==> src/hw/xbar_pkg.sv <==
`default_nettype none

package xbar_pkg;

    // Local array commands, one per cycle
    typedef enum logic [2:0] {
        CMD_NOP,
        CMD_WRITE_WEIGHTS,
        CMD_PROGRAM,
        CMD_READ_CELL,
        CMD_READ_ADC_OUT,
        CMD_WRITE_INPUTS,
        CMD_COMPUTE,
        CMD_READ_PHD
    } xbar_cmd_t;

    // BL/SL drive codes {ref, minus, plus}
    localparam logic [2:0] DRV_REF     = 3'b100;
    localparam logic [2:0] DRV_READ_BL = 3'b001;
    localparam logic [2:0] DRV_FLOAT   = 3'b000;

    localparam int ADC_W       = 4;
    localparam int ADC_THERM_W = 15;
    localparam int PHD_ACC_W   = 16;

    // Simulation-sized array
    localparam int DEF_NUM_WL       = 64;
    localparam int DEF_NUM_SL       = 64;
    localparam int DEF_NUM_ADC      = 4;
    localparam int DEF_DATA_W       = 16;
    localparam int DEF_WRITE_PULSES = 4;

endpackage

`default_nettype wire

==> src/hw/rram_isa_pkg.sv <==
`default_nettype none

package rram_isa_pkg;

    localparam int INSTR_W      = 4;
    localparam int OPCODE_W     = 16;
    localparam int INSTR_WORD_W = INSTR_W + OPCODE_W;   // Code on top, opcode below

    // Instruction codes; anything else is popped and dropped
    typedef enum logic [INSTR_W-1:0] {
        INSTR_STORE_RRAM      = 4'd4,
        INSTR_READ_RRAM       = 4'd5,
        INSTR_HAM_SEG_COMPUTE = 4'd7
    } instr_code_t;

    // Row access view for STORE_RRAM and READ_RRAM
    typedef struct packed {
        logic [2:0] burst;      // Words minus one
        logic [2:0] col_base;   // First column group
        logic [9:0] row_addr;
    } access_op_t;

    // Segment compute view for HAM_SEG_COMPUTE
    typedef struct packed {
        logic [6:0] rsvd;
        logic       rd_en;      // Read accumulators instead of computing
        logic       acc_clear;  // Zero accumulators at pop
        logic [3:0] col_burst;  // Column offsets minus one
        logic [2:0] row_seg;
    } compute_op_t;

    typedef union packed {
        access_op_t  access;
        compute_op_t compute;
    } opcode_u;

endpackage

`default_nettype wire
==> src/hw/xbar_cmd_if.sv <==
`timescale 1ns/1ps
`default_nettype none

interface xbar_cmd_if #(
    parameter int NUM_WL = xbar_pkg::DEF_NUM_WL,
    parameter int NUM_SL = xbar_pkg::DEF_NUM_SL,
    parameter int DATA_W = xbar_pkg::DEF_DATA_W
);
    import xbar_pkg::*;

    xbar_cmd_t                            cmd;
    logic [$clog2(NUM_WL)-1:0]            row_idx;     // Single row for program/read
    logic [$clog2(NUM_WL/(2*DATA_W))-1:0] row_seg;     // Input segment
    logic                                 col_pol;     // Differential program phase
    logic [$clog2(NUM_SL)-1:0]            col_offset;  // Column inside each ADC lane
    logic [$clog2(NUM_SL)-1:0]            word_idx;    // Group, output word or class
    logic [DATA_W-1:0]                    data;        // Popped data word

    modport master (output cmd, row_idx, row_seg, col_pol, col_offset, word_idx, data);
    modport slave  (input  cmd, row_idx, row_seg, col_pol, col_offset, word_idx, data);

endinterface

`default_nettype wire

==> src/hw/rram_ctrl_top.sv <==
`timescale 1ns/1ps
`default_nettype none

module rram_ctrl_top #(
    parameter int NUM_WL       = xbar_pkg::DEF_NUM_WL,
    parameter int NUM_SL       = xbar_pkg::DEF_NUM_SL,
    parameter int NUM_ADC      = xbar_pkg::DEF_NUM_ADC,
    parameter int DATA_W       = xbar_pkg::DEF_DATA_W,
    parameter int WRITE_PULSES = xbar_pkg::DEF_WRITE_PULSES
) (
    input  logic                                     CLK,
    input  logic                                     RESET_ACC,
    input  logic [rram_isa_pkg::INSTR_WORD_W-1:0]    instr_dout,   // Instruction FIFO
    input  logic                                     instr_empty,
    output logic                                     instr_pop_n,
    input  logic [DATA_W-1:0]                        data_dout,    // Input data FIFO
    input  logic                                     data_empty,
    output logic                                     data_pop_n,
    input  logic                                     out_full,     // Output FIFO
    output logic                                     out_push_n,
    output logic [DATA_W-1:0]                        out_din,
    output logic [NUM_WL-1:0]                        wl_sel,       // Array drive
    output logic                                     wl_bias_sel,
    output logic [NUM_SL*3-1:0]                      bl_sel,
    output logic [NUM_SL*3-1:0]                      sl_sel,
    output logic [NUM_SL-1:0]                        sl_mux_sel,
    output logic [2:0]                               bl_bias_sel,
    output logic                                     sl_bias_sel,
    input  logic [NUM_ADC*xbar_pkg::ADC_THERM_W-1:0] adc_therm
);

    logic acc_clear_pulse;   // Instruction-level clear

    xbar_cmd_if #(.NUM_WL(NUM_WL), .NUM_SL(NUM_SL), .DATA_W(DATA_W)) xcmd ();

    instr_sequencer #(
        .NUM_WL(NUM_WL), .NUM_SL(NUM_SL), .NUM_ADC(NUM_ADC),
        .DATA_W(DATA_W), .WRITE_PULSES(WRITE_PULSES)
    ) u_seq (
        .CLK(CLK), .RESET_ACC(RESET_ACC),
        .instr_dout(instr_dout), .instr_empty(instr_empty), .instr_pop_n(instr_pop_n),
        .data_dout(data_dout), .data_empty(data_empty), .data_pop_n(data_pop_n),
        .out_full(out_full), .out_push_n(out_push_n),
        .acc_clear_pulse(acc_clear_pulse), .cmd(xcmd)
    );

    row_driver #(.NUM_WL(NUM_WL), .DATA_W(DATA_W)) u_row (
        .CLK(CLK), .RESET_ACC(RESET_ACC), .cmd(xcmd),
        .wl_sel(wl_sel), .wl_bias_sel(wl_bias_sel)
    );

    column_driver #(.NUM_SL(NUM_SL), .NUM_ADC(NUM_ADC), .DATA_W(DATA_W)) u_col (
        .CLK(CLK), .RESET_ACC(RESET_ACC), .cmd(xcmd),
        .bl_sel(bl_sel), .sl_sel(sl_sel), .sl_mux_sel(sl_mux_sel),
        .bl_bias_sel(bl_bias_sel), .sl_bias_sel(sl_bias_sel)
    );

    adc_readout #(.NUM_SL(NUM_SL), .NUM_ADC(NUM_ADC), .DATA_W(DATA_W)) u_adc (
        .CLK(CLK), .RESET_ACC(RESET_ACC), .cmd(xcmd),
        .acc_clear_pulse(acc_clear_pulse), .adc_therm(adc_therm), .out_din(out_din)
    );

endmodule

`default_nettype wire

==> src/hw/adc_readout.sv <==
`timescale 1ns/1ps
`default_nettype none

module adc_readout #(
    parameter int NUM_SL  = xbar_pkg::DEF_NUM_SL,
    parameter int NUM_ADC = xbar_pkg::DEF_NUM_ADC,
    parameter int DATA_W  = xbar_pkg::DEF_DATA_W
) (
    input  logic                                     CLK,
    input  logic                                     RESET_ACC,
    xbar_cmd_if.slave                                cmd,
    input  logic                                     acc_clear_pulse,
    input  logic [NUM_ADC*xbar_pkg::ADC_THERM_W-1:0] adc_therm,
    output logic [DATA_W-1:0]                        out_din
);
    import xbar_pkg::*;

    localparam int CPA       = NUM_SL / NUM_ADC;
    localparam int CODES     = DATA_W / ADC_W;     // Codes per output word
    localparam int OUT_WORDS = NUM_SL / CODES;

    logic [ADC_W-1:0]     lane_code [NUM_ADC];
    logic [ADC_W-1:0]     code_q    [NUM_SL];      // One code per column
    logic [PHD_ACC_W-1:0] acc_q     [NUM_ADC];     // Partial HD per class

    // Ones count of each thermometer word
    always_comb begin
        for (int a = 0; a < NUM_ADC; a++) begin
            lane_code[a] = '0;
            for (int b = 0; b < ADC_THERM_W; b++) begin
                lane_code[a] = lane_code[a] + ADC_W'(adc_therm[a * ADC_THERM_W + b]);
            end
        end
    end

    always_ff @(posedge CLK) begin
        if (RESET_ACC) begin
            for (int c = 0; c < NUM_SL; c++) code_q[c] <= '0;
            for (int a = 0; a < NUM_ADC; a++) acc_q[a] <= '0;
        end else begin
            for (int a = 0; a < NUM_ADC; a++) begin
                if (cmd.cmd == CMD_READ_CELL)
                    code_q[a * CPA + (int'(cmd.col_offset) % CPA)] <= lane_code[a];
                if (acc_clear_pulse) acc_q[a] <= '0;
                else if (cmd.cmd == CMD_COMPUTE) acc_q[a] <= acc_q[a] + PHD_ACC_W'(lane_code[a]);
            end
        end
    end

    always_comb begin
        out_din = '0;
        case (cmd.cmd)
            CMD_READ_ADC_OUT: begin
                for (int j = 0; j < CODES; j++) begin   // Lowest column in low nibble
                    out_din[j * ADC_W +: ADC_W] =
                        code_q[(int'(cmd.word_idx) % OUT_WORDS) * CODES + j];
                end
            end
            CMD_READ_PHD: out_din = DATA_W'(acc_q[int'(cmd.word_idx) % NUM_ADC]);
            default: ;
        endcase
    end

endmodule

`default_nettype wire

==> src/hw/column_driver.sv <==
`timescale 1ns/1ps
`default_nettype none

module column_driver #(
    parameter int NUM_SL  = xbar_pkg::DEF_NUM_SL,
    parameter int NUM_ADC = xbar_pkg::DEF_NUM_ADC,
    parameter int DATA_W  = xbar_pkg::DEF_DATA_W
) (
    input  logic                CLK,
    input  logic                RESET_ACC,
    xbar_cmd_if.slave           cmd,
    output logic [NUM_SL*3-1:0] bl_sel,       // Column i at [3i+:3]
    output logic [NUM_SL*3-1:0] sl_sel,
    output logic [NUM_SL-1:0]   sl_mux_sel,   // SL to ADC mux
    output logic [2:0]          bl_bias_sel,
    output logic                sl_bias_sel
);
    import xbar_pkg::*;

    localparam int CPA    = NUM_SL / NUM_ADC;
    localparam int GROUPS = NUM_SL / DATA_W;

    logic [NUM_SL-1:0] weight_q;
    logic [NUM_SL-1:0] colsel_q;   // Columns of the loaded group

    always_ff @(posedge CLK) begin
        if (RESET_ACC) begin
            weight_q <= '0;
            colsel_q <= '0;
        end else if (cmd.cmd == CMD_WRITE_WEIGHTS) begin
            colsel_q <= '0;
            colsel_q[(int'(cmd.word_idx) % GROUPS) * DATA_W +: DATA_W] <= '1;
            weight_q[(int'(cmd.word_idx) % GROUPS) * DATA_W +: DATA_W] <= cmd.data;
        end
    end

    always_comb begin
        int col;
        bl_bias_sel = 3'b000;   // Read bias
        sl_bias_sel = 1'b0;
        sl_mux_sel  = '0;
        for (int i = 0; i < NUM_SL; i++) begin
            bl_sel[3 * i +: 3] = DRV_REF;
            sl_sel[3 * i +: 3] = DRV_REF;
        end
        case (cmd.cmd)
            CMD_PROGRAM: begin
                for (int i = 0; i < NUM_SL; i++) begin
                    if (colsel_q[i] && !cmd.col_pol) begin
                        bl_sel[3 * i +: 3] = {1'b0, ~weight_q[i], weight_q[i]};
                        sl_sel[3 * i +: 3] = {1'b0, weight_q[i], ~weight_q[i]};
                    end else if (colsel_q[i]) begin
                        bl_sel[3 * i +: 3] = {1'b0, weight_q[i], ~weight_q[i]};   // Other device
                        sl_sel[3 * i +: 3] = {1'b0, ~weight_q[i], weight_q[i]};
                    end
                end
                bl_bias_sel = 3'b111;   // Write bias on plus, minus, ref
                sl_bias_sel = 1'b1;
            end
            CMD_READ_CELL, CMD_COMPUTE: begin
                // Same offset in every lane
                for (int a = 0; a < NUM_ADC; a++) begin
                    col = a * CPA + (int'(cmd.col_offset) % CPA);
                    bl_sel[3 * col +: 3] = DRV_READ_BL;
                    sl_sel[3 * col +: 3] = DRV_FLOAT;      // SL charges the sense cap
                    sl_mux_sel[col]      = 1'b1;
                end
            end
            default: ;
        endcase
    end

endmodule

`default_nettype wire

==> src/hw/row_driver.sv <==
`timescale 1ns/1ps
`default_nettype none

module row_driver #(
    parameter int NUM_WL = xbar_pkg::DEF_NUM_WL,
    parameter int DATA_W = xbar_pkg::DEF_DATA_W
) (
    input  logic              CLK,
    input  logic              RESET_ACC,
    xbar_cmd_if.slave         cmd,
    output logic [NUM_WL-1:0] wl_sel,
    output logic              wl_bias_sel   // High selects write bias
);
    import xbar_pkg::*;

    localparam int SEG_LINES = 2 * DATA_W;  // Two lines per input bit

    logic [NUM_WL-1:0] in_q;                // Ternary input pairs

    always_ff @(posedge CLK) begin
        if (RESET_ACC) begin
            in_q <= '0;
        end else if (cmd.cmd == CMD_WRITE_INPUTS) begin
            for (int i = 0; i < DATA_W; i++) begin
                in_q[int'(cmd.row_seg) * SEG_LINES + 2 * i]     <= cmd.data[i];
                in_q[int'(cmd.row_seg) * SEG_LINES + 2 * i + 1] <= ~cmd.data[i];   // Complement line
            end
        end
    end

    always_comb begin
        wl_sel      = '0;
        wl_bias_sel = 1'b0;
        case (cmd.cmd)
            CMD_PROGRAM: begin
                wl_sel[cmd.row_idx] = 1'b1;
                wl_bias_sel         = 1'b1;
            end
            CMD_READ_CELL: wl_sel[cmd.row_idx] = 1'b1;
            CMD_COMPUTE: begin
                // Whole stored segment at once
                wl_sel[int'(cmd.row_seg) * SEG_LINES +: SEG_LINES] =
                    in_q[int'(cmd.row_seg) * SEG_LINES +: SEG_LINES];
            end
            default: ;
        endcase
    end

endmodule

`default_nettype wire

==> src/hw/instr_sequencer.sv <==
`timescale 1ns/1ps
`default_nettype none

module instr_sequencer #(
    parameter int NUM_WL       = xbar_pkg::DEF_NUM_WL,
    parameter int NUM_SL       = xbar_pkg::DEF_NUM_SL,
    parameter int NUM_ADC      = xbar_pkg::DEF_NUM_ADC,
    parameter int DATA_W       = xbar_pkg::DEF_DATA_W,
    parameter int WRITE_PULSES = xbar_pkg::DEF_WRITE_PULSES
) (
    input  logic                                  CLK,
    input  logic                                  RESET_ACC,
    input  logic [rram_isa_pkg::INSTR_WORD_W-1:0] instr_dout,
    input  logic                                  instr_empty,
    output logic                                  instr_pop_n,
    input  logic [DATA_W-1:0]                     data_dout,
    input  logic                                  data_empty,
    output logic                                  data_pop_n,
    input  logic                                  out_full,
    output logic                                  out_push_n,
    output logic                                  acc_clear_pulse,
    xbar_cmd_if.master                            cmd
);
    import rram_isa_pkg::*;
    import xbar_pkg::*;

    localparam int CPA       = NUM_SL / NUM_ADC;          // Columns per ADC
    localparam int GROUPS    = NUM_SL / DATA_W;           // Weight groups
    localparam int OUT_WORDS = NUM_SL * ADC_W / DATA_W;   // Code words per row
    localparam int ROW_W     = $clog2(NUM_WL);
    localparam int SEG_W     = $clog2(NUM_WL / (2 * DATA_W));
    localparam int COL_W     = $clog2(NUM_SL);
    localparam int CNT_W     = $clog2(2 * WRITE_PULSES + CPA + 1);
    localparam int BEAT_W    = ($clog2(NUM_ADC) > 3) ? $clog2(NUM_ADC) : 3;

    typedef enum logic [2:0] {
        S_INIT,         // One quiet cycle after reset
        S_IDLE,
        S_STORE,
        S_READ_CELLS,
        S_READ_OUT,
        S_LOAD_INPUTS,
        S_COMPUTE,
        S_PHD_OUT
    } state_t;

    state_t            state;
    opcode_u           op_q;
    logic [CNT_W-1:0]  cnt;       // Cycle inside a phase
    logic [BEAT_W-1:0] beat;      // Burst word or class
    instr_code_t       new_code;
    opcode_u           new_op;
    logic              instr_pop;
    logic              data_pop;
    logic              out_push;

    assign new_code = instr_code_t'(instr_dout[INSTR_WORD_W-1 -: INSTR_W]);
    assign new_op   = instr_dout[OPCODE_W-1:0];

    // FWFT strobes, word valid in the strobe cycle
    assign instr_pop = (state == S_IDLE) && !instr_empty;
    assign data_pop  = ((state == S_STORE && cnt == '0) || state == S_LOAD_INPUTS) && !data_empty;
    assign out_push  = (state == S_READ_OUT || state == S_PHD_OUT) && !out_full;

    assign instr_pop_n = !instr_pop;
    assign data_pop_n  = !data_pop;
    assign out_push_n  = !out_push;

    assign acc_clear_pulse = instr_pop && (new_code == INSTR_HAM_SEG_COMPUTE)
                             && new_op.compute.acc_clear && !new_op.compute.rd_en;

    always_ff @(posedge CLK) begin
        if (RESET_ACC) begin
            state <= S_INIT;
            op_q  <= '0;
            cnt   <= '0;
            beat  <= '0;
        end else begin
            case (state)
                S_INIT: state <= S_IDLE;
                S_IDLE: begin
                    cnt  <= '0;
                    beat <= '0;
                    if (instr_pop) begin
                        op_q <= new_op;
                        case (new_code)
                            INSTR_STORE_RRAM:      state <= S_STORE;
                            INSTR_READ_RRAM:       state <= S_READ_CELLS;
                            INSTR_HAM_SEG_COMPUTE: begin
                                state <= new_op.compute.rd_en ? S_PHD_OUT : S_LOAD_INPUTS;
                            end
                            default:               state <= S_IDLE;   // Unknown code dropped
                        endcase
                    end
                end
                S_STORE: begin
                    if (cnt == '0) begin
                        if (data_pop) cnt <= cnt + 1'b1;    // Load waits for data
                    end else if (cnt == CNT_W'(2 * WRITE_PULSES)) begin
                        cnt <= '0;                          // Both polarities done
                        if (beat == BEAT_W'(op_q.access.burst)) state <= S_IDLE;
                        else beat <= beat + 1'b1;
                    end else begin
                        cnt <= cnt + 1'b1;
                    end
                end
                S_READ_CELLS: begin
                    if (cnt == CNT_W'(CPA - 1)) begin
                        cnt   <= '0;
                        state <= S_READ_OUT;
                    end else begin
                        cnt <= cnt + 1'b1;
                    end
                end
                S_READ_OUT: begin
                    if (out_push) begin
                        if (beat == BEAT_W'(op_q.access.burst)) state <= S_IDLE;
                        else beat <= beat + 1'b1;
                    end
                end
                S_LOAD_INPUTS: if (data_pop) state <= S_COMPUTE;
                S_COMPUTE: begin
                    if (cnt == CNT_W'(op_q.compute.col_burst)) state <= S_IDLE;
                    else cnt <= cnt + 1'b1;
                end
                S_PHD_OUT: begin
                    if (out_push) begin
                        if (beat == BEAT_W'(NUM_ADC - 1)) state <= S_IDLE;
                        else beat <= beat + 1'b1;
                    end
                end
                default: state <= S_IDLE;
            endcase
        end
    end

    // Local command, one level per cycle
    always_comb begin
        cmd.cmd        = CMD_NOP;
        cmd.row_idx    = op_q.access.row_addr[ROW_W-1:0];   // Row mod NUM_WL
        cmd.row_seg    = op_q.compute.row_seg[SEG_W-1:0];
        cmd.col_pol    = (cnt > CNT_W'(WRITE_PULSES));      // Second pulse train
        cmd.col_offset = COL_W'(cnt);
        cmd.word_idx   = '0;
        cmd.data       = data_dout;
        case (state)
            S_STORE: begin
                if (cnt != '0) cmd.cmd = CMD_PROGRAM;
                else if (!data_empty) cmd.cmd = CMD_WRITE_WEIGHTS;
                cmd.word_idx = COL_W'((int'(op_q.access.col_base) + int'(beat)) % GROUPS);
            end
            S_READ_CELLS: cmd.cmd = CMD_READ_CELL;
            S_READ_OUT: begin
                cmd.cmd      = CMD_READ_ADC_OUT;   // Word stays up while full
                cmd.word_idx = COL_W'((int'(op_q.access.col_base) + int'(beat)) % OUT_WORDS);
            end
            S_LOAD_INPUTS: if (!data_empty) cmd.cmd = CMD_WRITE_INPUTS;
            S_COMPUTE:     cmd.cmd = CMD_COMPUTE;
            S_PHD_OUT: begin
                cmd.cmd      = CMD_READ_PHD;
                cmd.word_idx = COL_W'(beat);
            end
            default: ;
        endcase
    end

endmodule

`default_nettype wire

==> config.mk <==
export PLATFORM = sky130hd
export DESIGN_NAME = rram_ctrl_top
export DESIGN_NICKNAME = d
export VERILOG_FILES = /design/src/hw/xbar_pkg.sv /design/src/hw/rram_isa_pkg.sv /design/src/hw/xbar_cmd_if.sv /design/src/hw/rram_ctrl_top.sv /design/src/hw/adc_readout.sv /design/src/hw/column_driver.sv /design/src/hw/row_driver.sv /design/src/hw/instr_sequencer.sv
export SDC_FILE = /design/constraint.sdc
export NUM_CORES = 1
export LEC_CHECK = 0
export BUFFER_PORTS_ARGS = -buffer_cell sky130_fd_sc_hd__buf_2
export CAP_MARGIN = 10
export CORE_UTILIZATION = 34
export CTS_BUF_LIST = sky130_fd_sc_hd__clkbuf_16
export CTS_CLUSTER_SIZE = 8
export DETAILED_ROUTE_END_ITERATION = 16
export PLACE_DENSITY = 0.62
export SETUP_SLACK_MARGIN = 0.05
export SYNTH_ARGS = -nofsm -noshare
export SYNTH_HDL_FRONTEND = slang
export SYNTH_HIERARCHICAL = 1
export SYNTH_SLANG_ARGS = --single-unit
==> constraint.sdc <==
create_clock -name CLK -period 9.12 [get_ports CLK]
set_clock_uncertainty 0.1 [all_clocks]
set_input_delay 1.824 -clock CLK [delete_from_list [all_inputs] [get_ports CLK]]
set_output_delay 1.824 -clock CLK [all_outputs]
set_load 0.01 [all_outputs]
# Word level (Yosys, flattened, before mapping)
# Memories as Yosys holds them, arrays and structs flattened.
# Cells that the tools add are included.
[totals]
reg_bits = 219
mem_bits_rw = 320
inputBits = 101
output_inout_bits = 536
word_cells = 918
memories = 2
[mem_list]
columns = ["name", "words", "width", "read_ports", "rd_clocked_by_memory_dff", "wr", "line_no", "source"]
rows = [
  ["u_adc.code_q", 64, 4, 4, 0, 64, "adc_readout.sv:23", "logic [ADC_W-1:0] code_q [NUM_SL];"],
  ["u_adc.acc_q", 4, 16, 5, 0, 4, "adc_readout.sv:24", "logic [PHD_ACC_W-1:0] acc_q [NUM_ADC];"],
]
[op_classes]
addsub = 106
mul = 4
magnitude_cmp = 75
eq_ne = 34
shifts = 18
muxes = 439
bitwise_logic = 99
n_reduce_logical = 134
[op_table]
columns = ["cell", "n"]
rows = [
  ["bitwise mux 64 bit", 33],
  ["variable part select 3 x 33 -> 192 bit (first input constant)", 8],
  ["bitwise mux 192 bit", 6],
  ["greater-or-equal comparator 32 x 1 -> 1 bit (second input constant)", 34],
  ["< comparator 32 x 8 -> 1 bit (second input constant)", 34],
  ["2-to-1 mux 3 bit", 275],
  ["case mux 192 bit (2 select lines)", 2],
  ["variable shift 3 x 33 -> 192 bit (first input constant)", 4],
  ["adder 32 x 2 -> 32 bit (second input constant)", 15],
  ["bitwise AND 128 bit", 2],
  ["bitwise OR 64 bit", 4],
  ["demux 1 bit (select 6 bit)", 35],
  ["adder 4 x 1 -> 4 bit", 52],
  ["negator 32 -> 33 bit", 4],
  ["bitwise AND 64 bit", 2],
  ["2-to-1 mux 16 bit", 8],
  ["case mux 64 bit (2 select lines)", 1],
  ["logical AND 1 bit", 108],
  ["multiplier 3 x 32 -> 32 bit (first input constant)", 3],
  ["inverter 1 bit", 80],
  ["negator 6 -> 33 bit", 2],
  ["adder 16 x 4 -> 16 bit", 4],
  ["2-to-1 mux 64 bit", 1],
  ["inverter 64 bit", 1],
  ["64 further kinds", 191],
]

# Depth between registers and ports, before layout
[depth]
depth_word = 36
mapped_depth = 19
mapped_depth_nobuf = 18

# Hierarchy
# The synthesis kept the hierarchy.
[modules_own_cells]
columns = ["mod", "n_inst", "cells_per_inst", "area_per_inst_um2", "seq_area_each_um2"]
rows = [
  ["adc_readout", 1, 1261, 16732.3, 9609.2],
  ["column_driver", 1, 976, 6915.4, 1361.3],
  ["row_driver", 1, 368, 3812.4, 1281.2],
  ["instr_sequencer", 1, 249, 1886.8, 480.5],
]

# Worst setup path after synthesis
# OpenSTA, ideal clock, no wires.
[synth_timing]
path_kind = "input to register"
from = "input port adc_therm[45] (netlist bit)"
to = "memory u_adc.acc_q[3][12] (data pin)"
setup_ps = 266
arrival_ps = 6653
required_ps = 8754
setup_slack_ps = 2101
stages = 16
path_buffers = 1
cell_sequence = "inv_1 fa_1 fa_1 fa_1 fa_1 fa_1 fa_1 xor2_1 clkbuf_1 inv_1 ha_1 and2b_1 o21ai_0 a2111oi_0 xnor2_1 nor2_1"
[synth_rtl]
columns = ["item", "line_no", "source"]
rows = [
  ["start: declaration", "rram_ctrl_top.sv:29", "input logic [NUM_ADC*xbar_pkg::ADC_THERM_W-1:0] adc_therm"],
  ["end: declaration", "adc_readout.sv:24", ""],
]

# Worst setup path after layout
[layout_timing]
from = "register u_seq.state[2]"
to = "output port sl_sel[78]"
[layout_via]
elab_chain_cells = 5
elab_cells_between_ends = 12
classes_between = "9 x eq/ne; 2 x mux; 1 x reduce/logical"
[layout_rtl]
columns = ["item", "line_no", "source"]
rows = [
  ["start: declaration", "instr_sequencer.sv:47", "state_t state;"],
  ["start signal: assignment", "instr_sequencer.sv:90", "state <= new_op.compute.rd_en ? S_PHD_OUT : S_LOAD_INPUTS;"],
  ["equality test 3 bit or equality test 3 x 2 -> 1 bit (tied branches)", "instr_sequencer.sv:146", "case (state)"],
  ["case mux 3 bit (6 select lines) *", "instr_sequencer.sv:146", ""],
  ["named net xcmd.cmd[0]", "xbar_cmd_if.sv:11", "xbar_cmd_t cmd;"],
  ["equality test 3 bit or equality test 3 x 2 -> 1 bit (tied branches)", "column_driver.sv:46", "case (cmd.cmd)"],
  ["OR reduction 2 bit", "n/a", ""],
  ["case mux 192 bit (2 select lines) *", "column_driver.sv:46", ""],
  ["end: declaration", "rram_ctrl_top.sv:25", "output logic [NUM_SL*3-1:0] sl_sel,"],
]
# The timed path passes the listed nets; every way through them passes the cells marked *.

==> flow_summary.rst <==
.. list-table::
   :header-rows: 1

   * - Metric
     - Value
   * - Run status
     - complete, but fails checks
   * - Failing checks
     - max-capacitance violations, max-slew violations
   * - Count of standard-cell rows
     - ~110
   * - Worst Setup End Kind
     - output port
   * - Number of warning messages in the yosys log
     - 6
   * - Sum of net half-perimeters after detailed placement
     - ~88 mm
   * - Clk pin slew, worst setup/hold paths
     - about 50 ps
   * - Number of nets still failing antenna checks after routing
     - 0
   * - Endpoints failing setup
     - 0
   * - Number of vias after detailed routing
     - about 24000
   * - Number of buffers inserted by post-CTS setup repair
     - 0
   * - Delay contributed by the slowest stage of the critical path
     - around 1100 ps
   * - Port-buffer cells
     - 635
   * - Crit path buffers/inverters
     - 1
   * - Maximum fanout along the worst path
     - 22
   * - Crit path max-delay family
     - simple AND/OR/NAND/NOR gates
   * - Maximum number of pins on one net before global-route repair
     - around 110
   * - Clock power share
     - 37.2%
   * - Ratio of cells with drive above 1 in the final layout
     - slightly below 30%
   * - Number of buffers created by CTS
     - ~70
   * - Slowest CP cell
     - sky130_fd_sc_hd__nor2_1
   * - Synthesized instance count
     - roughly 2900
   * - Worst supply voltage drop on vdd
     - 0.0001634 V
   * - First-pass GRT wire length
     - around 160 mm
   * - Power per standard cell area
     - 184.7 mW/mm^2
   * - Pre-CTS setup slack
     - between 1500 and 2000 ps
   * - Setup repair after global routing missed its margin
     - false
   * - Fin util
     - around 40%
   * - Sequential power share
     - roughly two fifths
   * - Post-route DRC
     - 0
   * - Setup slack of the most critical reg-to-reg path
     - ~4000 ps
   * - Worst path arrival time
     - 5370 ps
   * - Power Internal
     - between 4000 and 5000 uW
   * - Die span in x
     - about 300 um
   * - Final routed wire length divided by cell count
     - between 20 and 30 um
   * - Part of the power in combinational logic
     - 24.2%
   * - Die height
     - 295.7 um
   * - Count of boundary I/O pins
     - between 600 and 700
   * - Clock Sinks
     - about 480
   * - Slew HR
     - -0.4016%
   * - Final worst-path cycle share
     - between 80% and 90%
   * - CP cell instances
     - nor2_1 > and4_1 > nand2_1 > o21ai_0 > a22o_2 > nor3b_4 > nand2_1 > nor2_1 > buf_2
   * - Min cycle time layout
     - roughly 7300 ps
   * - Type of the tightest min-delay check
     - flip-flop to flip-flop
   * - Vias per cell
     - 5.446
   * - CP Data Required Time
     - about 7000 ps
   * - Die footprint
     - 0.08741 sq mm
   * - Clock tree root buffer cell
     - sky130_fd_sc_hd__clkbuf_16
   * - R2R cell count
     - 10
   * - Antenna violations before repair
     - 11
   * - Clock latency on the worst-skew pair
     - 610 ps
   * - Initial standard-cell utilization of the core
     - approximately a third
   * - Setup Crit Path Kind
     - flip-flop to output port
   * - Hold path endpoint
     - u_col/weight_q[5]$_SDFFE_PP0P_
   * - Cell depth of the worst min-delay path
     - 2
   * - Maximum buffer depth of the clock tree
     - 3
   * - Number of global-route vias before repair
     - about 22000
   * - Sum of negative setup slack
     - 0 ps
   * - Area overhead of the layout relative to synthesis
     - 15.35%
   * - Final wirelength
     - between 100 and 150 mm
   * - Hold-fix buffers at CTS
     - 0
   * - Leakage
     - roughly 0.015 uW
   * - Post-synthesis net count
     - a little over 3000
   * - Net load switching power
     - slightly above 2000 uW
   * - Hold violation count in the final report
     - 0
   * - Setup WS post-layout
     - roughly 1800 ps
   * - Max H-tree Level
     - 3
   * - Fillcell total
     - ~8400
   * - Least-Margin Pin Slew
     - about 1500 ps
   * - Synth Cell Area
     - 0.02932 sq mm
   * - Net Sw Frac
     - about a third
   * - Total track usage
     - 26.25%
   * - Endpoint of the most critical register-to-register path
     - u_adc/code_q[6][0]$_SDFFCE_PN0P_
   * - Number of cells upsized or downsized after cts
     - 0
   * - Std-Cell Core Area
     - between 0.08 and 0.09 sq mm
   * - 1st-iter DRT viols
     - 2248
   * - Startpoint Class
     - flip-flop
   * - Global placement routability congestion
     - ~1.1
   * - Min-delay src
     - u_col/weight_q[5]$_SDFFE_PP0P_
   * - Number of max-capacitance violations reported
     - 1
   * - Net count, final
     - around 3400
   * - Grt total ovfl
     - 0
   * - Average cell area after synthesis
     - just over 10 sq um
   * - Maximum clock rate
     - about 0.14 GHz
   * - Start of the worst register-to-register path
     - u_seq/state[2]$_SDFFE_PP0P_
   * - Clock tree from TritonCTS
     - done
   * - Detailed-router iteration count before antenna repair
     - 5
   * - Pins over their slew limit
     - 1
## through the flow
stage	hold slack [ps]	power (uW)	area [sq um]	cells
after floorplan	336.7	3348	29320	2850
after global placement	349.2	3925	31910	4271
after detailed placement	354.9	3957	31910	4271
after CTS	362.0	6295	33800	4356
after global routing	377.0	6499	33810	4358
final	360.7	6248	33820	4364
## layer usage
layer / wire [um] / track usage (%) / up-vias
met5: 700 / 3.271 / -
met4: 2839 / 7.140 / 18
met3: 11610 / 8.529 / 166
met2: 51710 / 39.25 / 1183
met1: 51310 / 35.93 / 11960
li1: - / - / 10440
## sequential cells by signal (all words and copies together) (netlist names)
name / count
u_col/colsel_q: 4
u_adc/acc_q: 64
u_seq/op_q: 13
u_adc/code_q: 256
u_seq/state: 3
u_seq/cnt: 5
u_seq/beat: 3
u_col/weight_q: 64
u_row/in_q: 64
## power groups by stage
stage          combinational, uW  sequential (uW)  clock (uW)
4_1_cts                     1520             2410        2370
3_5_place_dp                1510             2450           0
6_report                    1510             2410        2330
3_3_place_gp                1480             2450           0
2_1_floorplan                924             2420           0
5_1_grt                     1630             2410        2450
## cell usage in the layout, fill, tap and decap left out, types with 51 or more instances in the layout
cell type and count:
sky130_fd_sc_hd__nand3_1 96, sky130_fd_sc_hd__buf_4 57, sky130_fd_sc_hd__xor2_1 100, sky130_fd_sc_hd__dfxtp_1 156
sky130_fd_sc_hd__nand2_1 161, sky130_fd_sc_hd__inv_1 141, sky130_fd_sc_hd__and2_1 73, sky130_fd_sc_hd__buf_2 634
sky130_fd_sc_hd__a21oi_1 138, sky130_fd_sc_hd__mux2i_1 68, sky130_fd_sc_hd__clkbuf_16 70, sky130_fd_sc_hd__a21o_1 51
sky130_fd_sc_hd__edfxtp_1 320, sky130_fd_sc_hd__nand2b_1 102, sky130_fd_sc_hd__nor2_1 412
## worst max path at each step
stage / startpoint / end / slack [ps] / depth (start not counted)
2_1_floorplan: adc_therm[45] / u_adc/acc_q[3][12]$_SDFFCE_PN0P_ / 2100 / 16
3_3_place_gp: adc_therm[45] / u_adc/acc_q[3][12]$_SDFFCE_PN0P_ / 1750 / 16
3_5_place_dp: adc_therm[45] / u_adc/acc_q[3][12]$_SDFFCE_PN0P_ / 1700 / 16
4_1_cts: u_seq/state[2]$_SDFFE_PP0P_ / bl_sel[79] / 1970 / 9
5_1_grt: u_seq/state[2]$_SDFFE_PP0P_ / bl_sel[79] / 1730 / 9
6_report: u_seq/state[2]$_SDFFE_PP0P_ / sl_sel[78] / 1820 / 9
## worst reg2reg max path: cells and delay by family (launching register included)
kind | cells | cell delay (ps)
compound gates | 2 | 390
buf+inv | 1 | 420
flops | 1 | 550
simple gates | 7 | 3280
## layout make-up
type                       instances  area [sq um]  area share, %
tap                             1144          1431          4.232
clock inverter                    15         142.6         0.4217
inverter                         131         491.7          1.454
clock buffer                      70          1752          5.179
sequential                       476         12730          37.64
multi-input combinational       1828         13630          40.30
timing repair buffer             692          3621          10.71
antenna                            8         20.02        0.05919
Note: power is estimated with default switching activity, not from simulation.
